==> config.mk <==
export PLATFORM = sky130hd
export DESIGN_NAME = xr_arb
export DESIGN_NICKNAME = d
export VERILOG_FILES = /design/src/common/xr_mem_pkg.sv /design/src/source/xr_arb.sv
export VERILOG_INCLUDE_DIRS = /design/src /design/src/common
export SDC_FILE = /design/constraint.sdc
export NUM_CORES = 1
export LEC_CHECK = 0
export BUFFER_PORTS_ARGS = -buffer_cell sky130_fd_sc_hd__buf_4
export CAP_MARGIN = 20
export CELL_PAD_IN_SITES_DETAIL_PLACEMENT = 1
export CELL_PAD_IN_SITES_GLOBAL_PLACEMENT = 1
export CORE_MARGIN = 10
export CORE_UTILIZATION = 24
export DETAILED_ROUTE_END_ITERATION = 10
export PLACE_DENSITY = 0.84
export SLEW_MARGIN = 20
export SYNTH_ARGS = -nofsm -noshare
export SYNTH_HDL_FRONTEND = slang
export SYNTH_SLANG_ARGS = --single-unit
==> constraint.sdc <==
create_clock -name clk -period 5.2 [get_ports clk]
set_input_delay 0.26 -clock clk [delete_from_list [all_inputs] [get_ports clk]]
set_output_delay 0.26 -clock clk [all_outputs]
set_load 0.02 [all_outputs]
==> src/common/xr_mem_config.svh <==
// xr memory block build configuration, memory widths and optional playfield b bank

`ifndef XR_MEM_CONFIG_SVH
`define XR_MEM_CONFIG_SVH

// colour lookup bank index width, 256 entries per bank
`define XR_COLOR_W      8

// tile offset width over both tile banks
// offset bit 11 clear selects the 2048 word main bank
`define XR_TILE_W       12

// second tile bank address width, 1024 words
// upper half of the second bank range aliases onto the lower half
`define XR_TILE2_W      10

// 1 builds colour bank b
// 0 leaves it out, its reads return zero and its writes are dropped
`define XR_EN_PF_B      1

`endif
==> src/common/xr_mem_pkg.sv <==
// xr memory package, shared word, address, region and bus types for the xr memory block

`default_nettype none

`include "xr_mem_config.svh"

package xr_mem_pkg;

    // data word and xr address space
    typedef logic [15:0] word_t;
    typedef logic [15:0] addr_t;

    // memory indices
    typedef logic [`XR_COLOR_W-1:0] color_addr_t;
    typedef logic [`XR_TILE_W-1:0]  tile_addr_t;

    // top three address bits of the memory regions
    localparam logic [2:0] XR_COLOR_TOP = 3'b100;
    localparam logic [2:0] XR_TILE_TOP  = 3'b101;

    // decoded target of a host access
    typedef enum logic [1:0] {
        XR_REGION_REGS,
        XR_REGION_COLOR,
        XR_REGION_TILE,
        XR_REGION_NONE
    } xr_region_e;

    // host request, held stable until ack
    typedef struct packed {
        logic  sel;
        logic  wr;
        addr_t addr;
        word_t data;
    } xr_host_req_t;

    // memory write bus, en only set for memory regions
    typedef struct packed {
        logic  en;
        addr_t addr;
        word_t data;
    } xr_mem_wr_t;

endpackage

`default_nettype wire

==> src/source/xr_arb.sv <==
// xr arbiter, decodes host accesses, routes writes, grants memory reads and returns results

`default_nettype none
`timescale 1ns/1ps

module xr_arb (
    input  wire logic                      clk,
    input  wire logic                      rst_n_i,
    input  wire xr_mem_pkg::xr_host_req_t  host_req_i,
    output logic                           host_ack_o,
    output xr_mem_pkg::word_t              host_data_o,
    output logic                           xreg_wr_o,
    output logic [6:0]                     xreg_addr_o,
    output xr_mem_pkg::word_t              xreg_data_o,
    input  wire xr_mem_pkg::word_t         xreg_data_i,
    output xr_mem_pkg::xr_mem_wr_t         mem_wr_o,
    output logic                           color_rd_o,
    output logic                           tile_rd_o,
    input  wire logic                      color_busy_i,
    input  wire logic                      tile_busy_i,
    input  wire xr_mem_pkg::word_t         color_data_i,
    input  wire xr_mem_pkg::word_t         tile_data_i
);

    import xr_mem_pkg::*;

    xr_region_e region;
    xr_region_e region_q;
    logic       req_valid;
    logic       is_wr;
    logic       accept;
    word_t      xreg_data_q;

    // address decode, bit 15 clear is the register bus
    always_comb begin
        if (!host_req_i.addr[15]) begin
            region = XR_REGION_REGS;
        end else if (host_req_i.addr[15:13] == XR_COLOR_TOP) begin
            region = XR_REGION_COLOR;
        end else if (host_req_i.addr[15:13] == XR_TILE_TOP) begin
            region = XR_REGION_TILE;
        end else begin
            region = XR_REGION_NONE;
        end
    end

    // a request seen in the ack cycle is the one just served
    assign req_valid = host_req_i.sel & ~host_ack_o;
    assign is_wr     = host_req_i.wr;

    // memory reads wait for the video side to release the port
    assign color_rd_o = req_valid & ~is_wr & (region == XR_REGION_COLOR) & ~color_busy_i;
    assign tile_rd_o  = req_valid & ~is_wr & (region == XR_REGION_TILE) & ~tile_busy_i;

    always_comb begin
        accept = 1'b0;
        if (req_valid) begin
            unique case (region)
                XR_REGION_COLOR: accept = is_wr | ~color_busy_i;
                XR_REGION_TILE:  accept = is_wr | ~tile_busy_i;
                default:         accept = 1'b1;
            endcase
        end
    end

    // register bus, reads are combinational from the address
    assign xreg_wr_o   = req_valid & is_wr & (region == XR_REGION_REGS);
    assign xreg_addr_o = host_req_i.addr[6:0];
    assign xreg_data_o = host_req_i.data;

    // memory writes go straight to the separate write ports
    always_comb begin
        mem_wr_o.en   = req_valid & is_wr &
                        ((region == XR_REGION_COLOR) || (region == XR_REGION_TILE));
        mem_wr_o.addr = host_req_i.addr;
        mem_wr_o.data = host_req_i.data;
    end

    // ack one cycle after acceptance
    always_ff @(posedge clk) begin
        if (!rst_n_i) begin
            host_ack_o <= 1'b0;
            region_q   <= XR_REGION_NONE;
        end else begin
            host_ack_o <= accept;
            if (accept) begin
                region_q <= region;
            end
        end
    end

    // register read result held so it lines up with ack
    always_ff @(posedge clk) begin
        if (accept) begin
            xreg_data_q <= xreg_data_i;
        end
    end

    // read result by the region accepted last cycle
    always_comb begin
        unique case (region_q)
            XR_REGION_REGS:  host_data_o = xreg_data_q;
            XR_REGION_COLOR: host_data_o = color_data_i;
            XR_REGION_TILE:  host_data_o = tile_data_i;
            default:         host_data_o = '0;
        endcase
    end

endmodule

`default_nettype wire

==> flow_metrics.env <==
export IMPL_status="finished, final reports clean"
export IMPL_ys_seq_area_frac=0.362
export IMPL_cts_resized=0
export IMPL_r2r_slack_ns=3.48
export IMPL_drt_iter0_markers=16
export IMPL_grtUsageTotal=0.0821
export IMPL_setup_viol=0
export IMPL_grt_pass1_vias=1205
export IMPL_hp_class="in -> reg"
export IMPL_critPathKind="reg -> out"
export IMPL_use_met2=0.148
export IMPL_finalHoldViolCount=0
export IMPL_gp_congestion=0.823
export IMPL_tightest_slew_ns=1.04
export IMPL_synth_seq_cells=19
export IMPL_dieWidth_um=98.9
export IMPL_synth_edff_count=16
export IMPL_rsz0062_at_grt="no"
export IMPL_dr_pass1_iters=3
export IMPL_netlist_area_leader_share=0.322
export IMPL_finalCritPeriodShare=0.420
export IMPL_grt_use_met1=0.0689
export IMPL_antenna_found_initial=0
export IMPL_synth_most_common_cell="buf_4"
export IMPL_relSlewSlack=0.308
export IMPL_yosysTopAreaCell="edfxtp_1"
export IMPL_via_per_inst=4.21
export IMPL_cap_violations=0
export IMPL_cts_tree="done"
export IMPL_p_per_area_nw_per_um2=238
export IMPL_drv_slew=0
export IMPL_ant_nets=0
export IMPL_busiest_layer="met2"
export IMPL_slowest_stage="dfxtp_1"
export IMPL_path_clk_slew_ns=0.07
export IMPL_crit_path_start_kind="flop"
export IMPL_syn_inst=152
export IMPL_async_flop_share=0
export IMPL_grt_overflow_total=0
export IMPL_cts_made_buffers=3
export IMPL_nNetsFinal=266
export IMPL_h_tree_depth=1
export IMPL_syn_avg_cell_area_um2=9.82
export IMPL_initial_core_util=0.249
export IMPL_dp_hpwl_mm=3.59
export IMPL_drt_total_wl_mm=4.25
export IMPL_drive_gt1_frac=0.477
export IMPL_whs_ns=0.175
export IMPL_grt_max_degree=20
export IMPL_fin_ws_ns=3.02
export IMPL_cpPeakStageDelay_ns=1.01
export IMPL_grt_pass1_wl_mm=6.40
export IMPL_yosysWarnings=0
export IMPL_final_core_util=0.295
export IMPL_antenna_cells=0
export IMPL_end_kind="output port"
export IMPL_route_detailed_drc=0
export IMPL_p_leak_nw=0.870
export IMPL_post_cts_buffers=0
export IMPL_synth_ff_type="edfxtp_1"
export IMPL_clk_root_buffer_cell="clkbuf_8"
export IMPL_rows=28
export IMPL_core_um2=5990
export IMPL_die_area_um2=9770
export IMPL_die_h_um=98.9
export IMPL_p_total_mw=0.420
export IMPL_num_vias=1056
export IMPL_netlist_top_cells_count="buf_4 (56), mux2i_1 (17), nand2_1 (17)"
export IMPL_synth_cell_types=21
export IMPL_syn_num_nets=241
export IMPL_pin_count=162
export IMPL_dp_slack_ns=2.79
export IMPL_required_ns=4.94
export IMPL_vdd_ir_drop_worst_uv=174
export IMPL_cts_buffer_depth=2
export IMPL_gr_usage_met3=0.0468
export IMPL_clk_latency_ns=0.26
export IMPL_netlist_area_um2=1490
export IMPL_syn_to_final_growth_pct=18.3
export IMPL_synth_area_leaders="edfxtp_1 (32%), buf_4 (28%), mux2i_1 (11%), nand2_1 (4.3%), dfxtp_1 (4.0%)"
export IMPL_crit_chain="nor2b_4, nand2_1, o21ai_0, buf_4"
export IMPL_fmax_mhz=458
export IMPL_layout_min_cycle_time_ns=2.18
export IMPL_wl_per_cell_um=16.9
export IMPL_skew_ns=0.00305
export IMPL_worstPathArrival_ns=1.92
export IMPL_port_buffers=80
export IMPL_fin_setup_tns_ns=0
export IMPL_critPathMaxFanout=18
export IMPL_clock_sinks=19
export IMPL_hold_buffers=0
-- layout by cell type, fill, tap and decap left out, types with 2 or more instances in the layout --
master	count
buf_4	80
mux2i_1	17
nand2_1	17
edfxtp_1	16
o21ai_1	10
o21ai_0	7
inv_1	4
nand2b_1	3
o211ai_1	3
ha_1	3
clkbuf_8	3
dfxtp_1	3
nor4b_1	2
and3_1	2
-- worst paths after layout --
kind                                        to  cells past startpoint            from
worst min register to register     region_q[1]                      3      host_ack_o
worst min-delay path            xreg_data_q[1]                      1  xreg_data_i[1]
worst max register to register  xreg_data_q[5]                      2      host_ack_o
worst max-delay path            host_data_o[5]                      4     region_q[0]
-- kinds of logic after synthesis --
kind of cell | synth area share
AND/OR/NAND/NOR | 0.0930
flip-flops | 0.362
AO/OA/AOI/OAI | 0.0830
adder cells (fa/ha/maj) | 0.0251
multiplexers | 0.114
buffers and inverters | 0.323
-- flip-flops by register name, indices dropped and copies added, names as in the netlist --
name,cells
xreg_data_q,16
region_q,2
host_ack_o,1
-- metrics by stage --
| step | instance area [um^2] | cells |
|---|---|---|
| global placement | 1720 | 247 |
| global route | 1770 | 251 |
| finish | 1770 | 251 |
| CTS | 1770 | 251 |
| floorplan | 1490 | 152 |
| detailed placement | 1720 | 247 |
-- layer usage --
metal  wire length [um]  up-vias  part of all wire
met5                  0        -                 0
met4                 94        0             0.022
met3                559        8              0.13
met2               2260       55              0.53
met1               1340      486              0.31
li1                   -      507                 -
-- power by group --
part	internal [mW]	switching, mW	total, mW
sequential	0.178	0.0129	0.191
combinational	0.0667	0.0600	0.127
clock	0.0545	0.0477	0.102
total	0.299	0.121	0.420
-- worst max-delay path, delay by kind of cell (launching register included) --
kind | cells | cell delay (ns)
buf+inv | 1 | 0.19
simple gates | 2 | 0.37
compound gates | 1 | 0.09
flops | 1 | 1.01
-- cell type report --
cell class	count	area (um^2)
Clock buffer	4	45.0
Tap cell	75	93.8
Sequential cell	19	541
Multi-Input combinational cell	69	470
Inverter	4	15.0
Timing Repair Buffer	80	601
Fill cell	696	4230
Power figures use the tool's default switching activity.
